**config.mk**
```make
export PLATFORM = sky130hd
export DESIGN_NAME = sobel_csr
export DESIGN_NICKNAME = d
export VERILOG_FILES = /design/src/sobel_pkg.sv /design/src/sobel_csr.sv
export VERILOG_INCLUDE_DIRS = /design/src
export SDC_FILE = /design/constraint.sdc
export NUM_CORES = 1
export LEC_CHECK = 0
export ABC_AREA = 1
export BUFFER_PORTS_ARGS = -buffer_cell sky130_fd_sc_hd__buf_2
export CAP_MARGIN = 30
export CORE_MARGIN = 2
export CORE_UTILIZATION = 25
export CTS_CLUSTER_SIZE = 24
export DETAILED_ROUTE_END_ITERATION = 16
export GPL_TIMING_DRIVEN = 1
export PLACE_DENSITY_LB_ADDON = 0.08
export SLEW_MARGIN = 5
export SYNTH_ARGS = -nofsm -noshare
export SYNTH_HDL_FRONTEND = slang
export SYNTH_SLANG_ARGS = --single-unit
```
**constraint.sdc**
```tcl
create_clock -name clk -period 9.8 [get_ports clk]
set_input_delay 1.96 -clock clk [delete_from_list [all_inputs] [get_ports clk]]
set_output_delay 1.96 -clock clk [all_outputs]
set_load 0.01 [all_outputs]
```
**src/sobel_macros.svh**
```systemverilog
// Sizes, limits and APB register offsets for the edge filter, included by RTL and testbench.
`ifndef SOBEL_MACROS_SVH
`define SOBEL_MACROS_SVH

// one memory line is 64 pixels of 8 bits.
`define SOBEL_LINE_BITS 512

// line FIFO depth, which is also the read credit limit.
`define SOBEL_FIFO_DEPTH 16

// writes allowed in flight on the memory write channel.
`define SOBEL_MAX_WRITES 8

// APB byte offsets.
`define SOBEL_REG_CONTROL 8'h00
`define SOBEL_REG_SRC     8'h04
`define SOBEL_REG_DST     8'h08
`define SOBEL_REG_DSM     8'h0C
`define SOBEL_REG_LINES   8'h10

`endif

```
**src/sobel_pkg.sv**
```systemverilog
// Shared types for the edge filter design, imported by the RTL blocks and the testbench.
`include "sobel_macros.svh"

package sobel_pkg;

  localparam int LINE_PIXELS = `SOBEL_LINE_BITS / 8;

  // addresses count whole 64-byte lines, not bytes.
  typedef logic [31:0] line_addr_t;

  // pixel 0 sits in the low byte of the line.
  typedef logic [LINE_PIXELS-1:0][7:0] pixel_line_t;

  // done is bit 0, the line count is bits 32:1, the rest is zero.
  typedef struct packed {
    logic [`SOBEL_LINE_BITS-34:0] pad;
    logic [31:0]                  lines;
    logic                         done;
  } completion_t;

  // the write data word is either a filtered line or the status record.
  typedef union packed {
    pixel_line_t line;
    completion_t completion;
  } write_word_t;

  typedef enum logic [1:0] {
    RD_IDLE,
    RD_FETCH,
    RD_FINISH
  } rd_state_t;

  typedef enum logic [1:0] {
    WR_IDLE,
    WR_DATA,
    WR_COMPLETION,
    WR_FINISH
  } wr_state_t;

endpackage

```
**src/sobel_csr.sv**
```systemverilog
// APB register block holding the job settings, issuing start and reporting busy and done.
`timescale 1ns/1ps
`include "sobel_macros.svh"

module sobel_csr (
  input  logic                  clk,
  input  logic                  reset,
  input  logic                  psel,
  input  logic                  penable,
  input  logic                  pwrite,
  input  logic [7:0]            paddr,
  input  logic [31:0]           pwdata,
  output logic [31:0]           prdata,
  output logic                  pready,
  output logic                  pslverr,
  input  logic                  busy,
  input  logic                  done,
  output logic                  start,
  output sobel_pkg::line_addr_t src_base,
  output sobel_pkg::line_addr_t dst_base,
  output sobel_pkg::line_addr_t dsm_base,
  output logic [31:0]           line_count
);
  import sobel_pkg::*;

  logic access;
  logic addr_ok;
  logic wr_en;

  assign access  = psel && penable;
  assign pready  = 1'b1; // no wait states.
  assign pslverr = access && !addr_ok;
  assign wr_en   = access && pwrite && addr_ok;

  always_comb begin
    addr_ok = 1'b1;
    prdata  = '0;
    case (paddr)
      `SOBEL_REG_CONTROL: prdata = {29'd0, done, busy, 1'b0};
      `SOBEL_REG_SRC:     prdata = src_base;
      `SOBEL_REG_DST:     prdata = dst_base;
      `SOBEL_REG_DSM:     prdata = dsm_base;
      `SOBEL_REG_LINES:   prdata = line_count;
      default:            addr_ok = 1'b0;
    endcase
  end

  always_ff @(posedge clk or posedge reset) begin
    if (reset) begin
      start      <= 1'b0;
      src_base   <= '0;
      dst_base   <= '0;
      dsm_base   <= '0;
      line_count <= '0;
    end else begin
      // a start request while a job runs is dropped.
      start <= wr_en && (paddr == `SOBEL_REG_CONTROL) && pwdata[0] && !busy;
      if (wr_en && (paddr == `SOBEL_REG_SRC))   src_base   <= pwdata;
      if (wr_en && (paddr == `SOBEL_REG_DST))   dst_base   <= pwdata;
      if (wr_en && (paddr == `SOBEL_REG_DSM))   dsm_base   <= pwdata;
      if (wr_en && (paddr == `SOBEL_REG_LINES)) line_count <= pwdata;
    end
  end

  start_idle_a: assert property (@(posedge clk) disable iff (reset) $rose(start) |-> !busy);

endmodule

```
## Word-level counts from Yosys, hierarchy flattened

Index checks and enable logic that the tools add are counted.

- Equal/unequal tests: 4
- Multiplexer cells: 2
- Reduce and logical (&&, ||, !) cells: 15

Operators with widths:

| operator | count |
|---|---|
| $pmux 32 s5 | 1 |
| $eq 8x4->1 const B | 2 |
| $logic_and 1x1->1 | 11 |
| $eq 8x3->1 const B | 1 |
| $eq 8x5->1 const B | 1 |
| $logic_not 8->1 | 1 |
| $reduce_or 5->1 | 1 |
| $logic_not 1->1 | 2 |
| $mux 1 | 1 |

- Flip-flop bits (word level): 129
- Input bits: 47
- Output and inout port bits: 163
- Word-level logic and storage cells: 26

## Depth between registers and ports, before layout

- Word-level depth: 7
- Gate-level depth with buffers: 11
- Mapped depth without buffers: 9

## Worst setup path after synthesis

No wires, ideal clock.

- Path kind: in2out
- From: input paddr[1]
- To: output prdata[14]
- Data arrival time: 2.994 ns
- Data required time: 7.840 ns
- Path slack: 4.846 ns
- Cell stages on the path: 7
- Buffers on the path: 2
- Cell sequence: nor2_2 nand2_1 nor3_2 buf_4 buf_2 nand2_1 nand4_1

- Cells in the longest elaborated chain, start to end: 2
- Elaborated cells between the ends (all ways): 6

Ends and longest elaborated chain:

| element | line | text |
|---|---|---|
| start: declaration | sobel_csr.sv:11 | `input logic [7:0] paddr,` |
| $eq 8x5->1, or another cell as far along | sobel_csr.sv:38 | `case (paddr)` |
| $pmux 32 s5 * | sobel_csr.sv:38 |  |
| end: declaration | sobel_csr.sv:13 | `output logic [31:0] prdata,` |

Every way passes the cells marked *; elsewhere a longest branch is shown, timed or not.

## Final worst setup path

- From: input paddr[5]
- To: output pslverr

- Cells in the longest elaborated chain, start to end: 5
- Elaborated cells between the ends (all ways): 9

Ends and longest elaborated chain:

| element | line | text |
|---|---|---|
| $eq 8x3->1, or another cell as far along | sobel_csr.sv:38 |  |
| $reduce_or 5->1 (no source line) * | -- |  |
| $mux 1 * | sobel_csr.sv:38 |  |
| $logic_not 1->1 * | sobel_csr.sv:32 | `assign pslverr = access && !addr_ok;` |
| $logic_and 1x1->1 * | sobel_csr.sv:32 |  |
| end: declaration | sobel_csr.sv:15 | `output logic pslverr,` |

Marks and branches as above.

==> metrics <==
Setup crit end kind output port; RSZ-0062 raised after global routing false; setup bufs post-CTS 0; clock share of power 53.1%; Seq cells post-synth 129; f_max 0.175 GHz; Yosys warning count 0; HP Class reg2reg; mux contribution to synthesized area 0%; final core utilization between 30 and 40%; Setup Viol. Count Final 0; Worst R2R Start line_count[2]$_DFFE_PP0P_; Layout Area Growth over Synthesis 29.7%; Worst Setup Slack, final 4.10 ns; Final ANT Viol Nets 0; placed cells 1,258; Worst R2R Setup Slack 9.10 ns; Critical Path RT 7.84 ns; Net Sw Frac a little under a quarter; DRC 0; leading area contributor after synthesis dfrtp_1; die height roughly 160 microns; WL/cell 17.6 microns; Psw 289 uW; Leakage around 0.0046 uW; overall global routing resource usage 17.3%; most used cell, CP nor2_1; worst path cell trace buf_2 -> nor2_1 -> nand2_2 -> nor2_4 -> buf_4 -> nor2_1 -> nand2_4 -> nor2_1 -> buf_2; Ports 210; Worst IR Drop VDD 81.1 uV; Max Cap Viol 0; total grt overflow 0; insertion delay to the later sink of the worst-skew pair 0.41 ns; vias per cell 4.61; vias in the first global route a little under 6,000; commonest non-fill, non-tap cell in the layout nand2_1; number of buffers created by CTS 17; PwrDens about 150 mW/mm^2; Finished Layout Cells 1,289; port bufs 208; Core ar. 0.0244 sq mm; # hold bufs at CTS 0; Die X 162 microns; placer congestion estimate ~0.7; pin count of the biggest net entering global routing 80; worst stage delay on the critical path 0.45 ns; starting density of the core 25.6%; initial antenna violation count 0; xor/xnor share of the synthesized area 0%; status completed; most frequent cells in the layout nand2_1 (361), buf_2 (208), dfrtp_1 (129); # diodes 0; critical path type in2out; worst reg-to-reg path cell count 2; synthesized instance count 775; sequential share of power 42.9%; Crit Path Max Fanout 39; die area 0.0262 sq mm; sequential fraction of the synthesis area 51.8%; largest family of logic cells by synthesized area simple AND/OR/NAND/NOR gates; CTS max path bufs 2; count of TritonRoute iterations in the first routing pass 5; DP HPWL 13,900 microns; Slowest-stage cell, CP buf_4; Layout Skew 0 ns; Compound-Gate Fraction of Synth Area approximately 2.7%; layout cells sized above 1 27.4%; R2R Path End line_count[2]$_DFFE_PP0P_; Post-Synth Adder-Cell Area 0%; Total Nets Final 1,000; Filler Cell Count 2,659; clock tree root buffer cell clkbuf_16; TNS Setup 0 ns; fin crit share roughly three fifths; final hold violations 0; post-synth top area share 51.8%; Cell Int Power ~960 uW; CTS tree done; Worst Setup EP pslverr; crit path from paddr[5]; Synth Net Count 822; Distinct cells, synth 21; CP arrival 3.74 ns; CTS H-tree lvls 4; Max-Slew Margin vs Limit between 30% and 40%; worst hold start dsm_base[14]$_DFFE_PP0P_; CTS-repair resized insts 0; DP Worst Slack between 4 and 5 ns; Vias 5,946; clock sink count roughly 130; Logic pwr share 4.0%; Slew @ Worst Pin between 0.9 and 1 ns; syn avg cell area 8.05 sq um; Reg clk slew, reported paths 0.05 ns; FP Rows 57; Synth area leaders dfrtp_1 (52%), nand2_1 (22%), nand4_1 (13%); final wirelength 22,700 microns; Startpoint Class input pin; synthesized cell area slightly above 0.006 sq mm; global-route wire length before repair roughly 35,000 microns; post-layout min period roughly 5.7 ns; fin. max-slew vios 0; DRT iter0 DRCs approximately 360; simple-gate share of the synthesized area 37.6%
sequential cells by signal (all words and copies together) (netlist names):
register	cells
src_base	32
dsm_base	32
dst_base	32
start	1
line_count	32
cell usage after synthesis (all sizes together):
| cell type | number |
|---|---|
| nand2 | 363 |
| dfrtp | 129 |
| inv | 36 |
| nand4 | 127 |
| o21ai | 32 |
| nand3 | 6 |
| nor3 | 2 |
| a21oi | 2 |
| buf | 34 |
| clkbuf | 26 |
| conb | 1 |
| nor2 | 17 |
worst min path at each step:
stage,end,cells past startpoint
after floorplan,dst_base[2]$_DFFE_PP0P_,2
after global placement,dsm_base[14]$_DFFE_PP0P_,2
after detailed placement,dsm_base[14]$_DFFE_PP0P_,2
after CTS,dsm_base[14]$_DFFE_PP0P_,2
after global routing,line_count[14]$_DFFE_PP0P_,2
final,dsm_base[14]$_DFFE_PP0P_,2
per-stage QoR:
stage	power (uW)	hold WS, ns	cell area, sq um
after floorplan	570	0.523	6240
after global placement	597	0.482	7430
after detailed placement	598	0.482	7480
after CTS	1270	0.496	8090
after global routing	1300	0.515	8090
final	1250	0.490	8090
cell families after synthesis:
family | after synthesis
other | 1
flip-flops | 129
AO/OA/AOI/OAI | 34
buffers and inverters | 96
AND/OR/NAND/NOR | 515
final cells by class:
type | instances | area (sq um) | share of cell area [%]
Timing Repair Buffer | 219 | 1160 | 14.3
Clock inverter | 11 | 155 | 1.92
Tap cell | 324 | 405 | 5.01
Sequential cell | 129 | 3230 | 39.9
Multi-Input combinational cell | 550 | 2550 | 31.5
Clock buffer | 20 | 457 | 5.65
Inverter | 36 | 140 | 1.73
critical path: cells and delay by family:
family,cells,cell delay (ns)
AND/OR/NAND/NOR,6,1.02
buffers and inverters,3,0.70
per-layer routing:
metal | GRT usage [%] | share of wire (%) | vias to the layer above
met5 | 0 | 0 | -
met4 | 4.59 | 1.1 | 0
met3 | 3.01 | 4.1 | 13
met2 | 27.8 | 48 | 157
met1 | 24.2 | 47 | 2853
li1 | - | - | 2923
power by group through the flow:
stage               combinational, uW  clock (uW)  sequential [uW]
global route                     57.1         705              537
finish                           50.3         665              537
global placement                 51.0           0              546
CTS                              51.9         684              537
detailed placement               51.8           0              546
floorplan                        22.4           0              547
No activity file was read; power rests on OpenSTA's default activity.
