**src/sobel_macros.svh**
```systemverilog
// Sizes, limits and APB register offsets for the edge filter, included by RTL and testbench.
`ifndef SOBEL_MACROS_SVH
`define SOBEL_MACROS_SVH

// one memory line is 64 pixels of 8 bits.
`define SOBEL_LINE_BITS 512

// line FIFO depth, which is also the read credit limit.
`define SOBEL_FIFO_DEPTH 16

// writes allowed in flight on the memory write channel.
`define SOBEL_MAX_WRITES 8

// APB byte offsets.
`define SOBEL_REG_CONTROL 8'h00
`define SOBEL_REG_SRC     8'h04
`define SOBEL_REG_DST     8'h08
`define SOBEL_REG_DSM     8'h0C
`define SOBEL_REG_LINES   8'h10

`endif

```
**src/sobel_pkg.sv**
```systemverilog
// Shared types for the edge filter design, imported by the RTL blocks and the testbench.
`include "sobel_macros.svh"

package sobel_pkg;

  localparam int LINE_PIXELS = `SOBEL_LINE_BITS / 8;

  // addresses count whole 64-byte lines, not bytes.
  typedef logic [31:0] line_addr_t;

  // pixel 0 sits in the low byte of the line.
  typedef logic [LINE_PIXELS-1:0][7:0] pixel_line_t;

  // done is bit 0, the line count is bits 32:1, the rest is zero.
  typedef struct packed {
    logic [`SOBEL_LINE_BITS-34:0] pad;
    logic [31:0]                  lines;
    logic                         done;
  } completion_t;

  // the write data word is either a filtered line or the status record.
  typedef union packed {
    pixel_line_t line;
    completion_t completion;
  } write_word_t;

  typedef enum logic [1:0] {
    RD_IDLE,
    RD_FETCH,
    RD_FINISH
  } rd_state_t;

  typedef enum logic [1:0] {
    WR_IDLE,
    WR_DATA,
    WR_COMPLETION,
    WR_FINISH
  } wr_state_t;

endpackage

```
**src/sobel_fifo_if.sv**
```systemverilog
// Line FIFO connection between the edge filter, the line FIFO and the requestor.
`timescale 1ns/1ps
`include "sobel_macros.svh"

interface sobel_fifo_if;
  import sobel_pkg::*;

  pixel_line_t enq_data;
  logic        enq_en;
  logic        deq_en;
  pixel_line_t deq_data; // head of the FIFO, valid while not_empty is set.
  logic        not_empty;
  logic        not_full;
  logic [$clog2(`SOBEL_FIFO_DEPTH):0] count;

  modport writer (output enq_data, output enq_en, input not_full);

  modport reader (output deq_en, input deq_data, input not_empty, input count);

  modport owner (
    input  enq_data, enq_en, deq_en,
    output deq_data, not_empty, not_full, count
  );

endinterface

```
**src/sobel_edge_filter.sv**
```systemverilog
// Registered horizontal gradient filter applied to each line returned by memory.
`timescale 1ns/1ps

module sobel_edge_filter (
  input  logic                  clk,
  input  logic                  reset,
  input  logic                  rd_rsp_valid,
  input  sobel_pkg::pixel_line_t rd_rsp_data,
  sobel_fifo_if.writer          fifo
);
  import sobel_pkg::*;

  pixel_line_t grad;

  // the two edge pixels have only one neighbour and stay zero.
  always_comb begin
    grad = '0;
    for (int i = 1; i < LINE_PIXELS - 1; i++) begin
      if (rd_rsp_data[i+1] >= rd_rsp_data[i-1]) grad[i] = rd_rsp_data[i+1] - rd_rsp_data[i-1];
      else grad[i] = rd_rsp_data[i-1] - rd_rsp_data[i+1];
    end
  end

  always_ff @(posedge clk or posedge reset) begin
    if (reset) begin
      fifo.enq_en <= 1'b0;
    end else begin
      fifo.enq_en <= rd_rsp_valid;
    end
  end

  always_ff @(posedge clk) begin
    if (rd_rsp_valid) fifo.enq_data <= grad;
  end

  // read credits reserve a FIFO slot before the line is requested.
  slot_reserved_a: assert property (@(posedge clk) disable iff (reset)
    rd_rsp_valid |=> fifo.not_full);

endmodule

```
**src/flat_wrapper.sv**
```systemverilog
// flat-port wrapper written by rule: the top's interface ports become plain ports
module sobel_edge_filter_flat import sobel_pkg::*;
  (clk, reset, rd_rsp_valid, rd_rsp_data, fifo_enq_data, fifo_enq_en, fifo_not_full);
  sobel_fifo_if fifo_i ();
  input  logic clk;
  input  logic reset;
  input  logic rd_rsp_valid;
  input  sobel_pkg::pixel_line_t rd_rsp_data;
  output wire logic [$bits(fifo_i.enq_data)-1:0] fifo_enq_data;
  output wire logic [$bits(fifo_i.enq_en)-1:0] fifo_enq_en;
  input wire logic [$bits(fifo_i.not_full)-1:0] fifo_not_full;
  assign fifo_enq_data = fifo_i.enq_data;
  assign fifo_enq_en = fifo_i.enq_en;
  assign fifo_i.not_full = fifo_not_full;
  sobel_edge_filter u_core (.clk(clk), .reset(reset), .rd_rsp_valid(rd_rsp_valid), .rd_rsp_data(rd_rsp_data), .fifo(fifo_i));
endmodule
```
**config.mk**
```make
export PLATFORM = sky130hd
export DESIGN_NAME = sobel_edge_filter_flat
export DESIGN_NICKNAME = d
export VERILOG_FILES = /design/src/sobel_pkg.sv /design/src/sobel_fifo_if.sv /design/src/sobel_edge_filter.sv /design/src/flat_wrapper.sv
export VERILOG_INCLUDE_DIRS = /design/src
export SDC_FILE = /design/constraint.sdc
export NUM_CORES = 2
export LEC_CHECK = 0
export BUFFER_PORTS_ARGS = -buffer_cell sky130_fd_sc_hd__buf_2
export CORE_AREA = 3 3 397 399
export CTS_CLUSTER_SIZE = 24
export DETAILED_ROUTE_END_ITERATION = 10
export DIE_AREA = 0 0 400 402
export GPL_ROUTABILITY_DRIVEN = 0
export SLEW_MARGIN = 20
export SYNTH_ARGS = -nofsm -noshare
export SYNTH_HDL_FRONTEND = slang
export SYNTH_SLANG_ARGS = --single-unit
```
**constraint.sdc**
```tcl
create_clock -name clk -period 0.8 [get_ports clk]
set_input_delay 0.16 -clock clk [delete_from_list [all_inputs] [get_ports clk]]
set_output_delay 0.16 -clock clk [all_outputs]
set_load 0.02 [all_outputs]
```
* After elaboration in Yosys (flattened, before gate mapping)
Cells that the tools add are included.
** Operators by class
- Add/sub/neg operators :: 124
- Order comparisons :: 62
- Multiplexer cells :: 62
** Operators by type and width (number)
- $sub 8x8->8 :: 124
- $ge 8x8->1 :: 62
- $mux 8 :: 62
** Word-level totals
- Bits in registers :: 497
- Bits of input ports :: 516
- Output and inout port bits :: 513
- Word-level logic and storage cells :: 311

* Logic depth before layout (Yosys ltp)
- Depth in word-level cells :: 2
- Depth in mapped cells :: 9

* Least setup slack after synthesis
OpenSTA, ideal clock, no wires.
- Path type :: input to register
- From :: input port rd_rsp_data[101] (netlist bit)
- To :: register u_core.fifo.enq_data[108], data pin
- Library setup time :: 265 ps
- Arrival time :: 1951 ps
- Required time :: 535 ps
- Setup slack :: -1416 ps
- Cell stages on the path :: 9
- Buffers on the path :: 1
- Cell sequence :: inv_1 -> ha_1 -> buf_6 -> a21oi_4 -> inv_2 -> or3_4 -> a221oi_4 -> mux2i_1 -> xnor2_1
** RTL lines
- start, declared :: RTL line flat_wrapper.sv:8 : input sobel_pkg::pixel_line_t rd_rsp_data;
- end signal, assigned :: RTL line sobel_edge_filter.sv:33 : if (rd_rsp_valid) fifo.enq_data <= grad;
- end, declared :: RTL line sobel_fifo_if.sv:16 : modport writer (output enq_data, output enq_en, input not_full);

==> impl_metrics.env <==
export IMPL_initialDrtViolationCount=2690
export IMPL_area_inside_the_core_boundary_um2=154200
export IMPL_ys_top_cells_by_area="sky130_fd_sc_hd__edfxtp_1, sky130_fd_sc_hd__ha_1, sky130_fd_sc_hd__mux2i_1, sky130_fd_sc_hd__fa_1, sky130_fd_sc_hd__inv_1"
export IMPL_synth_top_cell_area_share=0.2823
export IMPL_wl_per_cell_um=21.34
export IMPL_vias_per_cell=5.021
export IMPL_worst_setup_path_start_kind="input pin"
export IMPL_power_per_cell_area_nw_per_um2=1563
export IMPL_period_share=2.030
export IMPL_grt_start_max_net_pins=29
export IMPL_fin_ws_ns=-0.8244
export IMPL_routed_wirelength_um=223500
export IMPL_cp_max_fanout=3
export IMPL_cap_violations=0
export IMPL_finalHoldViolCount=0
export IMPL_width_of_the_die_um=400
export IMPL_setup_violating_endpoint_count_in_the_final_report=1153
export IMPL_globalRouteMet1Util=0.3020
export IMPL_synthesis_area_per_instance_um2=10.14
export IMPL_fp_row_count=144
export IMPL_yosys_warnings=0
export IMPL_report_power_total_uw=140200
export IMPL_arrival_ns=2.03
export IMPL_cts_tree="done"
export IMPL_vias=52586
export IMPL_max_clock_freq_ghz=0.6156
export IMPL_dieArea_um2=160800
export IMPL_violations="setup timing"
export IMPL_place_detailed_instances=10058
export IMPL_cts_clk_slew_worst_paths_ns=0.06
export IMPL_global_route_usage_met3=0.05577
export IMPL_port_buffer_count=1011
export IMPL_grt_setup_unrepaired="true"
export IMPL_synth_edff_count=496
export IMPL_timing_setup_critical_path_class="input pin to flop"
export IMPL_first_global_vias=53056
export IMPL_grt_busiest_layer="met2"
export IMPL_power_static_leakage_uw=0.04268
export IMPL_ys_dominant_reg_cell="sky130_fd_sc_hd__edfxtp_1"
export IMPL_place_detailed_hpwl_um=183000
export IMPL_num_nets_final=9880
export IMPL_global_route_overflow_total=0
export IMPL_timing_max_transition_violations_final=0
export IMPL_clock_tree_root="sky130_fd_sc_hd__clkbuf_16"
export IMPL_hold_path_class="input pin to flop"
export IMPL_final_hold_worst_slack_ns=0.01704
export IMPL_post_route_cells_drive_above_1_share=0.5535
export IMPL_ant_nets=0
export IMPL_period_needed_ns=1.624
export IMPL_run_status="finished with violations"
export IMPL_synth_area_um2=52750
export IMPL_irDropWorstVdd_uv=1419
export IMPL_syn_to_final_growth_pct=70.03
export IMPL_number_of_antenna_violations_at_the_first_check_in_global_routing=73
export IMPL_wire_length_of_the_first_global_routing_pass_um=315500
export IMPL_setup_tns_final_ns=-675.84
export IMPL_cell_taking_the_most_area_after_synthesis="sky130_fd_sc_hd__edfxtp_1"
export IMPL_netlist_cell_type_count=42
export IMPL_post_layout_nonfiller_instances=10474
export IMPL_pin_count=1029
export IMPL_clockBufferDepth=3
export IMPL_tightestPinTransition_ns=0.7608
export IMPL_cp_required_ns=1.20
export IMPL_drc=0
export IMPL_post_place_ws_ns=-1.642
export IMPL_relSlewSlack=0.4874
export IMPL_groute_usage_overall=0.2567
export IMPL_critPathCaptureType="flop"
export IMPL_numCtsBuffers=70
export IMPL_min_path_cells=3
export IMPL_syn_instance_count=5202
export IMPL_global_route_usage_met2=0.4285
export IMPL_part_of_the_yosys_area_used_for_sequential_elements=0.2828
export IMPL_floorplan_die_height_um=402
export IMPL_firstDrtPassIters=5
export IMPL_postSynth_asyncResetShare=0.002012
export IMPL_yosys_register_bits=497
export IMPL_starting_utilization_of_the_core_area=0.3420
export IMPL_sinks_on_the_clock_net=497
export IMPL_clock_tree_htree_level_count=3
where the power goes:
group / switching [µW] / internal (µW)
combinational: 35800 / 33000
sequential: 2600 / 35300
clock: 13800 / 19800
placed cells by master (no fill, tap or decap), drive strengths merged, types with 35 or more instances in the layout:
cell	netlist	layout
buf	35	3172
ha	930	930
inv	631	606
edfxtp	496	496
a21oi	437	437
mux2i	434	434
o21ai	320	320
xor2	259	259
a21o	251	251
nand2	223	223
a31oi	172	172
fa	124	124
xnor2	113	113
nor2b	113	113
nand2b	111	111
clkbuf	146	104
a221oi	95	95
nor2	86	86
diode	0	65
and4	50	50
nand4	35	35
layout make-up:
| type | count | area [µm²] |
|---|---|---|
| fill | 12693 | 64530 |
| multi-input combinational | 3908 | 41550 |
| timing repair buffer | 3202 | 24790 |
| sequential | 497 | 14920 |
| inverter | 631 | 3352 |
| tap | 2044 | 2557 |
| clock buffer | 85 | 1839 |
| clock inverter | 42 | 531.8 |
| antenna | 65 | 162.7 |
worst max-delay path, stage by stage:
cell                       delay, ns
sky130_fd_sc_hd__buf_12         0.11
sky130_fd_sc_hd__buf_12         0.11
sky130_fd_sc_hd__ha_4           0.22
sky130_fd_sc_hd__a21oi_2        0.16
sky130_fd_sc_hd__o21ai_2        0.08
sky130_fd_sc_hd__or3_4          0.38
sky130_fd_sc_hd__a221oi_4       0.28
sky130_fd_sc_hd__buf_6          0.16
sky130_fd_sc_hd__mux2i_1        0.23
sky130_fd_sc_hd__xnor2_1        0.11
routing by layer:
| layer | wire length (µm) | part of all wire | vias to the layer above |
|---|---|---|---|
| li1 | - | - | 24892 |
| met5 | 111 | 0.00050 | - |
| met3 | 15640 | 0.070 | 584 |
| met2 | 105700 | 0.47 | 1819 |
| met1 | 87380 | 0.39 | 25275 |
| met4 | 14650 | 0.066 | 16 |
sequential cells by signal (all words and copies together), names as in the netlist:
name and count:
u_core.fifo.enq_data 496, u_core.fifo.enq_en 1
cell families after synthesis:
| family | Yosys count | synth area share |
|---|---|---|
| xor+xnor | 372 | 0.06176 |
| simple gates | 678 | 0.07049 |
| buf+inv | 812 | 0.06155 |
| flops | 497 | 0.2828 |
| mux | 434 | 0.08235 |
| fa+ha+maj | 1054 | 0.2676 |
| other cells | 1 | 0.00007109 |
| compound gates | 1354 | 0.1733 |
stage by stage:
stage / instance area [µm²] / util
3_3_place_gp: 79060 / 0.5126
5_1_grt: 89660 / 0.5813
2_1_floorplan: 57680 / -
4_1_cts: 83300 / 0.5401
3_5_place_dp: 79060 / 0.5126
6_report: 89700 / 0.5816
synth_stat cells (3+ instances only):
cell                       number
sky130_fd_sc_hd__a21o_2        35
sky130_fd_sc_hd__edfxtp_1     496
sky130_fd_sc_hd__mux2i_1      434
sky130_fd_sc_hd__buf_6         18
sky130_fd_sc_hd__o21ai_0      301
sky130_fd_sc_hd__clkbuf_1     146
sky130_fd_sc_hd__inv_2         18
sky130_fd_sc_hd__a31oi_1      161
sky130_fd_sc_hd__a21boi_0      34
sky130_fd_sc_hd__or3_4         18
sky130_fd_sc_hd__nand4_1       35
sky130_fd_sc_hd__fa_1         124
sky130_fd_sc_hd__a221oi_4      18
sky130_fd_sc_hd__a31oi_4        8
sky130_fd_sc_hd__and3_1        12
sky130_fd_sc_hd__nand3b_1      12
sky130_fd_sc_hd__nand2_1      223
sky130_fd_sc_hd__nor2b_1      113
sky130_fd_sc_hd__a21oi_1      419
sky130_fd_sc_hd__a41o_1        11
sky130_fd_sc_hd__a31oi_2        3
sky130_fd_sc_hd__a211oi_4      17
sky130_fd_sc_hd__o21ai_1       18
sky130_fd_sc_hd__a21oi_4       18
sky130_fd_sc_hd__inv_1        613
sky130_fd_sc_hd__and2_1        17
sky130_fd_sc_hd__and4_1        33
sky130_fd_sc_hd__ha_1         930
sky130_fd_sc_hd__and4_2        17
sky130_fd_sc_hd__a221oi_1      77
sky130_fd_sc_hd__a21o_1       216
sky130_fd_sc_hd__a41oi_1       15
sky130_fd_sc_hd__xnor2_1      113
sky130_fd_sc_hd__xor2_1       259
sky130_fd_sc_hd__buf_4         17
sky130_fd_sc_hd__nand2b_1     111
sky130_fd_sc_hd__nor2_1        86
worst paths after layout:
check	startpoint	to	slack, ns
worst max-delay path	rd_rsp_data[403]	u_core.fifo.enq_data[395]$_DFFE_PP_	-0.82
worst min-delay path	rd_rsp_data[88]	u_core.fifo.enq_data[80]$_DFFE_PP_	0.02
max in group asynchronous	reset	u_core.fifo.enq_en$_DFF_PP0_	0.26
min in group asynchronous	reset	u_core.fifo.enq_en$_DFF_PP0_	0.45
timing repair:
action                                  CTS  global route
buffers inserted                         48           178
endpoints found under the setup margin  931          1432
hold buffers                              8             4
resized for setup                       413          1288
pin swaps                               130           466
hold endpoints to repair                 40            16
(Power assumes the default switching activity.)
