<file path="config.mk">
export PLATFORM = sky130hd
export DESIGN_NAME = sobel_requestor_flat
export DESIGN_NICKNAME = d
export VERILOG_FILES = /design/src/sobel_pkg.sv /design/src/sobel_fifo_if.sv /design/src/sobel_credit_counter.sv /design/src/sobel_requestor.sv /design/src/flat_wrapper.sv
export VERILOG_INCLUDE_DIRS = /design/src
export SDC_FILE = /design/constraint.sdc
export NUM_CORES = 1
export LEC_CHECK = 0
export ABC_AREA = 1
export ABC_CLOCK_PERIOD_IN_PS = 42900
export BUFFER_PORTS_ARGS = -buffer_cell sky130_fd_sc_hd__buf_2
export CAP_MARGIN = 25
export CORE_AREA = 2 2 481 483
export DETAILED_ROUTE_END_ITERATION = 6
export DIE_AREA = 0 0 483 485
export HOLD_SLACK_MARGIN = 0.15
export SYNTH_ARGS = -nofsm -noshare
export SYNTH_HDL_FRONTEND = slang
export SYNTH_HIERARCHICAL = 1
export SYNTH_SLANG_ARGS = --single-unit
</file>
<file path="constraint.sdc">
create_clock -name clk -period 42.9 [get_ports clk]
set_input_delay 2.145 -clock clk [delete_from_list [all_inputs] [get_ports clk]]
set_output_delay 2.145 -clock clk [all_outputs]
set_load 0.01 [all_outputs]
</file>
<file path="src/sobel_macros.svh">
// Sizes, limits and APB register offsets for the edge filter, included by RTL and testbench.
`ifndef SOBEL_MACROS_SVH
`define SOBEL_MACROS_SVH

// one memory line is 64 pixels of 8 bits.
`define SOBEL_LINE_BITS 512

// line FIFO depth, which is also the read credit limit.
`define SOBEL_FIFO_DEPTH 16

// writes allowed in flight on the memory write channel.
`define SOBEL_MAX_WRITES 8

// APB byte offsets.
`define SOBEL_REG_CONTROL 8'h00
`define SOBEL_REG_SRC     8'h04
`define SOBEL_REG_DST     8'h08
`define SOBEL_REG_DSM     8'h0C
`define SOBEL_REG_LINES   8'h10

`endif

</file>
<file path="src/sobel_pkg.sv">
// Shared types for the edge filter design, imported by the RTL blocks and the testbench.
`include "sobel_macros.svh"

package sobel_pkg;

  localparam int LINE_PIXELS = `SOBEL_LINE_BITS / 8;

  // addresses count whole 64-byte lines, not bytes.
  typedef logic [31:0] line_addr_t;

  // pixel 0 sits in the low byte of the line.
  typedef logic [LINE_PIXELS-1:0][7:0] pixel_line_t;

  // done is bit 0, the line count is bits 32:1, the rest is zero.
  typedef struct packed {
    logic [`SOBEL_LINE_BITS-34:0] pad;
    logic [31:0]                  lines;
    logic                         done;
  } completion_t;

  // the write data word is either a filtered line or the status record.
  typedef union packed {
    pixel_line_t line;
    completion_t completion;
  } write_word_t;

  typedef enum logic [1:0] {
    RD_IDLE,
    RD_FETCH,
    RD_FINISH
  } rd_state_t;

  typedef enum logic [1:0] {
    WR_IDLE,
    WR_DATA,
    WR_COMPLETION,
    WR_FINISH
  } wr_state_t;

endpackage

</file>
<file path="src/sobel_fifo_if.sv">
// Line FIFO connection between the edge filter, the line FIFO and the requestor.
`timescale 1ns/1ps
`include "sobel_macros.svh"

interface sobel_fifo_if;
  import sobel_pkg::*;

  pixel_line_t enq_data;
  logic        enq_en;
  logic        deq_en;
  pixel_line_t deq_data; // head of the FIFO, valid while not_empty is set.
  logic        not_empty;
  logic        not_full;
  logic [$clog2(`SOBEL_FIFO_DEPTH):0] count;

  modport writer (output enq_data, output enq_en, input not_full);

  modport reader (output deq_en, input deq_data, input not_empty, input count);

  modport owner (
    input  enq_data, enq_en, deq_en,
    output deq_data, not_empty, not_full, count
  );

endinterface

</file>
<file path="src/sobel_credit_counter.sv">
// Up/down in-flight counter with limit and zero flags, used for read and write credits.
`timescale 1ns/1ps

module sobel_credit_counter #(
  parameter int LIMIT = 8
) (
  input  logic       clk,
  input  logic       reset,
  input  logic       inc,
  input  logic       dec,
  output logic [7:0] count,
  output logic       at_limit,
  output logic       empty
);

  assign at_limit = (count == 8'(LIMIT));
  assign empty    = (count == 8'd0);

  always_ff @(posedge clk or posedge reset) begin
    if (reset) begin
      count <= '0;
    end else begin
      case ({inc, dec})
        2'b10:   count <= count + 1'b1;
        2'b01:   count <= count - 1'b1;
        default: count <= count; // both or neither leave it unchanged.
      endcase
    end
  end

  no_underflow_a: assert property (@(posedge clk) disable iff (reset) dec |-> !empty);

  no_overflow_a: assert property (@(posedge clk) disable iff (reset) inc |-> !at_limit);

endmodule

</file>
<file path="src/sobel_requestor.sv">
// Read and write state machines that fetch source lines, store filtered lines and post status.
`timescale 1ns/1ps
`include "sobel_macros.svh"

module sobel_requestor (
  input  logic                   clk,
  input  logic                   reset,
  input  logic                   start,
  input  sobel_pkg::line_addr_t  src_base,
  input  sobel_pkg::line_addr_t  dst_base,
  input  sobel_pkg::line_addr_t  dsm_base,
  input  logic [31:0]            line_count,
  output logic                   busy,
  output logic                   done,
  sobel_fifo_if.reader           fifo,
  output logic                   rd_req_valid,
  output sobel_pkg::line_addr_t  rd_req_addr,
  input  logic                   rd_req_almost_full,
  output logic                   wr_req_valid,
  output sobel_pkg::line_addr_t  wr_req_addr,
  output sobel_pkg::write_word_t wr_req_data,
  input  logic                   wr_req_almost_full,
  input  logic                   wr_rsp_valid
);
  import sobel_pkg::*;

  rd_state_t  rd_state;
  rd_state_t  rd_next;
  wr_state_t  wr_state;
  wr_state_t  wr_next;
  line_addr_t rd_offset;
  line_addr_t wr_offset;
  logic       rd_issue;
  logic       wr_issue;
  logic       cmp_issue;
  logic       job_end;
  logic [7:0] rd_count;
  logic       rd_at_limit;
  logic       wr_at_limit;
  logic       wr_empty;

  // read credits cover lines in flight plus lines waiting in the FIFO.
  sobel_credit_counter #(.LIMIT(`SOBEL_FIFO_DEPTH)) rd_credits (
    .clk      (clk),
    .reset    (reset),
    .inc      (rd_issue),
    .dec      (fifo.deq_en),
    .count    (rd_count),
    .at_limit (rd_at_limit),
    .empty    ()
  );

  sobel_credit_counter #(.LIMIT(`SOBEL_MAX_WRITES)) wr_credits (
    .clk      (clk),
    .reset    (reset),
    .inc      (wr_issue || cmp_issue),
    .dec      (wr_rsp_valid),
    .count    (),
    .at_limit (wr_at_limit),
    .empty    (wr_empty)
  );

  assign fifo.deq_en = wr_issue; // the head line moves into the write registers.

  always_comb begin
    rd_next   = rd_state;
    wr_next   = wr_state;
    rd_issue  = 1'b0;
    wr_issue  = 1'b0;
    cmp_issue = 1'b0;
    job_end   = 1'b0;
    case (wr_state)
      WR_IDLE: if (start && !busy) wr_next = WR_DATA;
      WR_DATA: begin
        if (wr_offset == line_count) wr_next = WR_COMPLETION;
        else wr_issue = fifo.not_empty && !wr_at_limit && !wr_req_almost_full;
      end
      WR_COMPLETION: begin
        // the status record waits until every line write is acknowledged.
        if (wr_empty && !wr_req_almost_full) begin
          cmp_issue = 1'b1;
          wr_next   = WR_FINISH;
        end
      end
      default: begin
        if (wr_empty) begin
          job_end = 1'b1;
          wr_next = WR_IDLE;
        end
      end
    endcase
    case (rd_state)
      RD_IDLE: if (start && !busy) rd_next = RD_FETCH;
      RD_FETCH: begin
        if (rd_offset == line_count) rd_next = RD_FINISH;
        else rd_issue = !rd_at_limit && !rd_req_almost_full;
      end
      default: if (job_end) rd_next = RD_IDLE;
    endcase
  end

  always_ff @(posedge clk or posedge reset) begin
    if (reset) begin
      rd_state     <= RD_IDLE;
      wr_state     <= WR_IDLE;
      rd_offset    <= '0;
      wr_offset    <= '0;
      rd_req_valid <= 1'b0;
      wr_req_valid <= 1'b0;
      busy         <= 1'b0;
      done         <= 1'b0;
    end else begin
      rd_state     <= rd_next;
      wr_state     <= wr_next;
      rd_req_valid <= rd_issue;
      wr_req_valid <= wr_issue || cmp_issue;
      if (start && !busy) begin
        rd_offset <= '0;
        wr_offset <= '0;
        busy      <= 1'b1;
        done      <= 1'b0;
      end
      if (rd_issue) rd_offset <= rd_offset + 1'b1;
      if (wr_issue) wr_offset <= wr_offset + 1'b1;
      if (job_end) begin
        busy <= 1'b0;
        done <= 1'b1;
      end
    end
  end

  always_ff @(posedge clk) begin
    if (rd_issue) rd_req_addr <= src_base + rd_offset;
    if (wr_issue) begin
      wr_req_addr      <= dst_base + wr_offset;
      wr_req_data.line <= fifo.deq_data;
    end else if (cmp_issue) begin
      wr_req_addr            <= dsm_base;
      wr_req_data.completion <= '{pad: '0, lines: line_count, done: 1'b1};
    end
  end

  deq_not_empty_a: assert property (@(posedge clk) disable iff (reset)
    fifo.deq_en |-> (fifo.count != 0));

  // lines held in the FIFO were all paid for by a read credit.
  fifo_credit_a: assert property (@(posedge clk) disable iff (reset)
    rd_count >= 8'(fifo.count));

endmodule

</file>
<file path="src/flat_wrapper.sv">
// flat-port wrapper written by rule: the top's interface ports become plain ports
module sobel_requestor_flat import sobel_pkg::*;
  (clk, reset, start, src_base, dst_base, dsm_base, line_count, busy, done, rd_req_valid, rd_req_addr, rd_req_almost_full, wr_req_valid, wr_req_addr, wr_req_data, wr_req_almost_full, wr_rsp_valid, fifo_deq_en, fifo_deq_data, fifo_not_empty, fifo_count);
  sobel_fifo_if fifo_i ();
  input  logic clk;
  input  logic reset;
  input  logic start;
  input  sobel_pkg::line_addr_t src_base;
  input  sobel_pkg::line_addr_t dst_base;
  input  sobel_pkg::line_addr_t dsm_base;
  input  logic [31:0] line_count;
  output logic busy;
  output logic done;
  output logic rd_req_valid;
  output sobel_pkg::line_addr_t rd_req_addr;
  input  logic rd_req_almost_full;
  output logic wr_req_valid;
  output sobel_pkg::line_addr_t wr_req_addr;
  output sobel_pkg::write_word_t wr_req_data;
  input  logic wr_req_almost_full;
  input  logic wr_rsp_valid;
  output wire logic [$bits(fifo_i.deq_en)-1:0] fifo_deq_en;
  input wire logic [$bits(fifo_i.deq_data)-1:0] fifo_deq_data;
  input wire logic [$bits(fifo_i.not_empty)-1:0] fifo_not_empty;
  input wire logic [$bits(fifo_i.count)-1:0] fifo_count;
  assign fifo_deq_en = fifo_i.deq_en;
  assign fifo_i.deq_data = fifo_deq_data;
  assign fifo_i.not_empty = fifo_not_empty;
  assign fifo_i.count = fifo_count;
  sobel_requestor u_core (.clk(clk), .reset(reset), .start(start), .src_base(src_base), .dst_base(dst_base), .dsm_base(dsm_base), .line_count(line_count), .busy(busy), .done(done), .fifo(fifo_i), .rd_req_valid(rd_req_valid), .rd_req_addr(rd_req_addr), .rd_req_almost_full(rd_req_almost_full), .wr_req_valid(wr_req_valid), .wr_req_addr(wr_req_addr), .wr_req_data(wr_req_data), .wr_req_almost_full(wr_req_almost_full), .wr_rsp_valid(wr_rsp_valid));
endmodule
</file>
Word level (Yosys, flattened, before mapping)
Cells that the tools add are included.
- multiplexer cells: 29
- equality and inequality tests: 16
- add/subtract/negate cells: 8
- reduce and logical (&&, ||, !) cells: 25
- operators with widths (kind ; count):
    $mux W512 ; 2
    $mux W32 ; 5
    $add A32 B1 Y32 const B ; 2
    $add A32 B32 Y32 ; 2
    $eq A32 B32 Y1 ; 2
    $pmux W8 S2 ; 2
    $add A8 B1 Y8 const B ; 2
    $sub A8 B1 Y8 const B ; 2
    $mux W1 ; 12
    $mux W2 ; 6
    $reduce_bool A2 Y1 ; 6
    $ne A2 B1 Y1 const B ; 5
    $eq A2 B1 Y1 const B ; 4
    $eq A8 B4 Y1 const B ; 1
    $eq A8 B5 Y1 const B ; 1
    $logic_not A8 Y1 ; 1
    $eq A2 B2 Y1 const B ; 3
    $pmux W2 S3 ; 1
    $logic_and A1 B1 Y1 ; 5
    $logic_not A1 Y1 ; 5
    $logic_not A2 Y1 ; 2
    $pmux W2 S2 ; 1
    $reduce_and A4 Y1 ; 1
    $reduce_bool A4 Y1 ; 1
    4 further kinds ; 4
- input port bits: 652
- word-level logic and storage cells: 91
- output and inout port bits: 581
- flip-flop bits (word level): 664

Depth between registers and ports, before layout
Gate-level depths: netlist (run 1).
- word-level depth: 9
- gate-level depth with buffers: 25
- mapped depth without buffers: 23

Hierarchy
Netlist (run 1), hierarchy kept.
- by module, submodules not included (module ; area each (um^2) ; times used ; seq. area each (um^2) ; cells each):
    sobel_requestor ; 32004.4 ; 1 ; 19098.3 ; 3556
    sobel_credit_counter (u_core.wr_credits) ; 753.2 ; 1 ; 200.2 ; 122
    sobel_credit_counter (u_core.rd_credits) ; 743.2 ; 1 ; 200.2 ; 122

Least setup slack after synthesis (run 1)
No wires, ideal clock.
- kind: input to register
- start: input line_count[26]
- end: register u_core.wr_credits.count[4]
- buffers on the path: 3
- cell stages on the path: 25
- slack: 25.621 ns
- setup time: 0.119 ns
- data arrival time: 17.161 ns
- required time: 42.781 ns
- cells stage by stage: inv_1 nand2_1 nand2_1 nand2_1 nor2_1 nand2_1 nor2_1 nand2_1 nand3_2 buf_2 buf_2 nand2_1 inv_1 ha_1 buf_6 nor2_2 nor2_4 ha_1 o21bai_2 nand2_1 o21ai_2 inv_1 nand2_1 nand3_1 nand2_1
- longest elaborated chain between the ends: 6
- elaborated cells between the ends (all ways): 8
- those cells by class: eq/ne (3); mux (3); reduce/logical (2)
- RTL lines (what ; line ; RTL):
    start: declaration ; flat_wrapper.sv:11 ; input logic [31:0] line_count;
    $eq A32 B32 Y1 (*) ; sobel_requestor.sv:75 ; if (wr_offset == line_count) wr_next = WR_COMPLETION;
    $mux W1 (*) ; sobel_requestor.sv:75 ;
    $mux W1 (*) ; sobel_requestor.sv:72 ; case (wr_state)
    $logic_or A1 B1 Y1 (*) ; sobel_requestor.sv:56 ; .inc (wr_issue || cmp_issue),
    $eq A2 B1 Y1 or $eq A2 B2 Y1 (tied branches) ; sobel_credit_counter.sv:23 ; case ({inc, dec})
    $pmux W8 S2 or $reduce_bool A2 Y1 (tied branches) ; -- ;
    end signal: assignment ; sobel_credit_counter.sv:24 ; 2'b10: count <= count + 1'b1;
    end signal: assignment ; sobel_credit_counter.sv:25 ; 2'b01: count <= count - 1'b1;
    end signal: assignment ; sobel_credit_counter.sv:26 ; default: count <= count;
    end: declaration ; sobel_credit_counter.sv:11 ; output logic [7:0] count,
Mark *: on every way between the ends. The rest lies on a longest branch, timed or not.
A chain may end at the register's enable or synchronous reset.

Final worst setup path (run 1)
- start: input line_count[28]
- end: register u_core/wr_req_data[269] in the netlist's numbering, enable pin
- longest elaborated chain between the ends: 4
- RTL lines (what ; line ; RTL):
    $eq A32 B32 Y1 ; sobel_requestor.sv:75 ;
    $mux W1 ; sobel_requestor.sv:75 ;
    $mux W1 ; sobel_requestor.sv:72 ;
    $reduce_bool A2 Y1 (no source line) ; -- ;
    end: declaration ; sobel_requestor.sv:21 ; output sobel_pkg::write_word_t wr_req_data,
No other way between the ends.

==> reports/results.tsv, run 1 <==
metric	value	unit
run_status	complete, no violations	
post-place-ws	35090	ps
fin_crit_sh	16.2	%
die_w	483	um
first_global_vias	28500	
drv_slew	0	
via_count	30500	
fmax	144	MHz
slowest_delay	920	ps
post_cts_buffers	0	
clkTransAtPathRegs	60	ps
globalplace.congestion	0.925	
clockRootBuffer	clkbuf_16	
dp.final_hpwl	164000	um
critPathSlowestCell	buf_4	
end_kind	flip-flop	
antenna_found_initial	161	
cts_buffers	85	
cts_resized	0	
fp-row-count	176	
grt.overflow.total	0	
grt_usage	16.1	%
cpMostUsedCell	nand2_1	
cts_buffer_depth	3	
hold_path_class	reg2reg	
firstDrtPassIters	7	
fin_worst_skew	35.7	ps
syn_area_per_cell	8.82	um2
worstPathCellList	buf_2 > inv_1 > nand2_1 > nand2_1 > nand2_1 > nor2_1 > nand2_1 > nor2_1 > nand2_1 > nand3_4 > nand2_4 > buf_4 > buf_4 > buf_4	
ctsHtreeMaxLevel	3	
worstPathRequired	43230	ps
cts_tree	built	
rsz0062_at_grt	false	
grt_pass1_wl	253000	um
crit_type	in2reg	
clk-insertion-delay-late	710	ps
layout_min_cycle_time	6950	ps
synth_nets	4527	
arrival	7290	ps
core_area	229000	um2
max-cap-violations	0	
fin_tns_setup	0	ps
syn_area	33500	um2
start_util	14.6	%
ctsHoldBuffers	0	
yosysWarnings	6	
drt_iter0_markers	2334	
critPathMaxFanout	79	
io_pins	1233	
drive_gt1_share	27.6	%
die_h	485	um
startpoint_type	primary input	
slew_headroom	29.6	%
path_buf_inv	5	
dieArea	234000	um2
grt_max_degree	178	
syn_to_final_growth	37.4	%
routed_wl	196000	um
clock_sinks	664	
p_leak	23.4	nW
post_synth_inst_count	3799	
drc	0	
timing.final.setup_violations	0	
tightestPinTransition	1060	ps
via_per_inst	3.73	
wl_per_cell	24.0	um
finalHoldViolCount	0	
worst_slack	35950	ps
max-vdd-ir-drop	0.0000252	V
cp_top_family	buffers and inverters	
nets	5767	
io_buffer_count	1227	
pwr_density_cell	41.7	nW/um2
antenna_left	0	
## path summary, 6_finish.rpt
kind | to | cells after the start | slack [ps] | from
hold reg to reg | u_core/done | 2 | 500 | u_core/done
hold / removal | u_core/done | 2 | 500 | u_core/done
setup / recovery | u_core/wr_req_data[269] | 14 | 35950 | line_count[28]
max in group asynchronous | u_core/wr_offset[28] | 4 | 40800 | reset
min in group asynchronous | u_core/rd_req_valid | 2 | 1330 | reset
setup reg to reg | u_core/wr_req_data[269] | 13 | 37060 | u_core/wr_offset[25]
## power breakdown
group	total, mW	switching, mW	leakage [nW]	internal [mW]
Clock	0.750	0.321	1.38	0.429
Combinational	0.359	0.250	14.9	0.110
Sequential	0.808	0.0322	7.12	0.775
Total	1.92	0.603	23.4	1.31
## state kept, by name, summed over array words and instances (netlist names)
register,flops
u_core/wr_req_data,512
u_core/rd_credits/count,8
u_core/wr_state,2
u_core/rd_req_addr,32
u_core/rd_req_valid,1
u_core/wr_credits/count,8
u_core/rd_offset,32
u_core/wr_offset,32
u_core/wr_req_addr,32
u_core/done,1
u_core/wr_req_valid,1
u_core/busy,1
u_core/rd_state,2
## routing by layer
layer | part of all wire (%) | global-route usage [%]
met5 | 0.11 | 0
met4 | 4.4 | 5.87
met3 | 10 | 6.43
met2 | 50 | 28.6
met1 | 35 | 17.0
## cell type report
cell class	instances	area, um2
inverters	769	2890
multi-input cells	2268	10600
clock buffers	107	2240
clock inverters	49	603
fillers	25800	183000
flip-flops and latches	664	19500
diodes	27	67.6
repair buffers	1251	6370
well taps	3026	3790
## worst min-delay path: stages, from the launching register on
cell	delay [ps]
dfrtp_1	350
nand2_1	60
nand2_1	60
## cells in the final DEF (no fill, tap or decap), types with 21 or more instances in the layout
master and count:
nand2_1 970, o21ai_0 52, edfxtp_1 576, buf_2 1227, ha_1 74, nor2_1 683
diode_2 27, xor2_1 54, nand3_1 167, nand4_1 53, a21oi_1 61, buf_4 21
inv_1 763, clkbuf_16 86, xnor2_1 73, dfrtp_1 88
## stage by stage
step	total power, mW	std cells	hold WS (ps)	area, um2	utilization (%)
3_5_place_dp	1.18	7977	481	43100	18.8
2_1_floorplan	1.06	3799	471	33500	-
5_1_grt	2.01	8144	526	46000	20.1
6_report	1.92	8161	499	46000	20.1
3_3_place_gp	1.18	7977	457	43100	18.8
4_1_cts	1.95	8133	502	45900	20.1
(Power assumes the default switching activity.)
==> run 2: changes to the inputs <==
--- a/config.mk
+++ b/config.mk
@@ -7,12 +7,12 @@
 export NUM_CORES = 1
 export LEC_CHECK = 0
 export ABC_AREA = 1
-export ABC_CLOCK_PERIOD_IN_PS = 42900
+export ABC_CLOCK_PERIOD_IN_PS = 5900
 export BUFFER_PORTS_ARGS = -buffer_cell sky130_fd_sc_hd__buf_2
 export CAP_MARGIN = 25
-export CORE_AREA = 2 2 481 483
+export CORE_AREA = 2 2 482 484
 export DETAILED_ROUTE_END_ITERATION = 6
-export DIE_AREA = 0 0 483 485
+export DIE_AREA = 0 0 484 486
 export HOLD_SLACK_MARGIN = 0.15
 export SYNTH_ARGS = -nofsm -noshare
 export SYNTH_HDL_FRONTEND = slang
==> constraint.sdc (replaced) <==
create_clock -name clk -period 5.9 [get_ports clk]
set_input_delay 0.295 -clock clk [delete_from_list [all_inputs] [get_ports clk]]
set_output_delay 0.295 -clock clk [all_outputs]
set_load 0.01 [all_outputs]
==> reports/results.tsv, run 2 (synthesized netlist as in run 1, its figures left out) <==
metric	value	unit
dieArea	235000	um2
grt.overflow.total	0	
rsz0062_at_grt	false	
die_w	484	um
via_count	33100	
startpoint_type	flip-flop	
end_kind	flip-flop	
finalHoldViolCount	0	
crit_type	reg2reg	
post-place-ws	1970	ps
ctsHoldBuffers	612	
mostFrequentLayoutCells	buf_2 (1227), nand2_1 (970), inv_1 (763)	
grt_max_degree	173	
fp-row-count	176	
slew_headroom	23.4	%
fin_cells	8798	
nets	6383	
via_per_inst	3.77	
post_cts_buffers	0	
switching_share	32.0	%
p_leak	26.0	nW
critPathSlowestCell	buf_4	
wl_per_cell	24.4	um
cts_tree	built	
fmax	255	MHz
fin_crit_sh	66.5	%
critPathMaxFanout	157	
drv_slew	0	
switchingPower	4.58	mW
max-cap-violations	0	
syn_to_final_growth	55.7	%
utilization	22.7	%
cpMostUsedCell	nand2_1	
run_status	complete, no violations	
cp_top_family	buffers and inverters	
path_buf_inv	3	
holdWs	227	ps
largest_reg_flops	512	
top_register	u_core/wr_req_data	
clkPwrFrac	37.4	%
slowest_delay	660	ps
worstPathRequired	6440	ps
timing.final.setup_violations	0	
core_area	229000	um2
worstPathCellList	xnor2_1 > nand2_1 > nor2_1 > nand2_1 > nor2_1 > nand2_1 > nand3_4 > buf_4 > buf_12 > nand2_1 > nand2_1 > dlygate4sd3_1	
grt_usage	17.6	%
io_pins	1233	
clock_sinks	664	
drive_gt1_share	24.6	%
firstDrtPassIters	5	
placed_cells_incl_taps	7978	
cts_buffer_depth	3	
tightestPinTransition	1150	ps
arrival	4470	ps
antenna_left	0	
first_global_vias	31900	
layout_min_cycle_time	3920	ps
start_util	14.6	%
die_h	486	um
worst_slack	1980	ps
clk-insertion-delay-late	730	ps
antenna_found_initial	136	
cts_resized	0	
routed_wl	215000	um
fin_worst_skew	65.8	ps
drc	0	
pwr_density_cell	274	nW/um2
comb_power_share	21.6	%
clockRootBuffer	clkbuf_16	
ctsHtreeMaxLevel	3	
grt_pass1_wl	280000	um
fin_tns_setup	0	ps
final_common_cell	buf_2	
clkTransAtPathRegs	60	ps
dp.final_hpwl	177000	um
drt_iter0_markers	2552	
cts_buffers	89	
sequentialPowerShare	41.0	%
hold_path_class	in2reg	
globalplace.congestion	0.919	
max-vdd-ir-drop	0.000203	V
io_buffer_count	1227	
power.internal	9.74	mW
==> run 2: cell types whose count changed in the layout (fill, tap and decap cells not counted), moves of 3 or more <==
| cell | before | now |
|---|---|---|
| diode_2 | 27 | 47 |
| clkbuf_1 | 20 | 17 |
| clkinv_4 | 4 | 1 |
| bufinv_16 | 9 | 4 |
| clkinv_1 | 13 | 22 |
| clkbuf_16 | 86 | 89 |
| dlygate4sd3_1 | 0 | 612 |
| buf_12 | 2 | 5 |
==> run 2: worst register-to-register path: cells and delay by family, from the launching register on <==
kind                   cells  cell delay (ps)
flip-flops                 1              500
buffers and inverters      3             1700
XOR/XNOR                   1              210
AND/OR/NAND/NOR            8             1320
==> run 2: power by group through the flow <==
stage / clock network [mW] / registers (mW) / logic [mW]
2_1_floorplan: 0 / 6.06 / 1.35
6_report: 5.36 / 5.86 / 3.09
3_3_place_gp: 0 / 5.94 / 2.69
3_5_place_dp: 0 / 5.95 / 2.70
5_1_grt: 5.70 / 5.90 / 3.38
4_1_cts: 5.55 / 5.86 / 3.13
==> run 2: worst paths after layout <==
kind / startpoint / end / slack [ps] / cells past startpoint
max: u_core/wr_offset[24] / u_core/wr_req_data[1] / 1980 / 12
min: dst_base[0] / u_core/wr_req_addr[0] / 230 / 4
max reg2reg: u_core/wr_offset[24] / u_core/wr_req_data[1] / 1980 / 12
min reg2reg: u_core/wr_credits/count[6] / u_core/wr_credits/count[6] / 500 / 2
max in group asynchronous: reset / u_core/wr_offset[15] / 3940 / 5
min in group asynchronous: reset / u_core/wr_req_valid / 700 / 4
==> run 2: through the flow <==
stage / total power, mW / instance area, um2
4_1_cts: 14.5 / 52000
3_3_place_gp: 8.63 / 43100
2_1_floorplan: 7.41 / 33500
5_1_grt: 15.0 / 52100
3_5_place_dp: 8.65 / 43100
6_report: 14.3 / 52200
==> run 2: final cells by class <==
class	instances	area, um2
Antenna cell	47	118
Clock buffer	109	2330
Clock inverter	52	453
Fill cell	25100	177000
Inverter	769	2890
Multi-Input combinational cell	2268	10600
Sequential cell	664	19500
Tap cell	3026	3790
Timing Repair Buffer	1863	12500
==> run 2: layer usage <==
metal,share of wire [%],up-vias,GRT usage (%)
li1,-,15600,-
met1,33,15600,17.3
met2,51,1470,32.0
met3,9.0,450,6.24
met4,6.7,28,10.1
met5,0.081,-,0
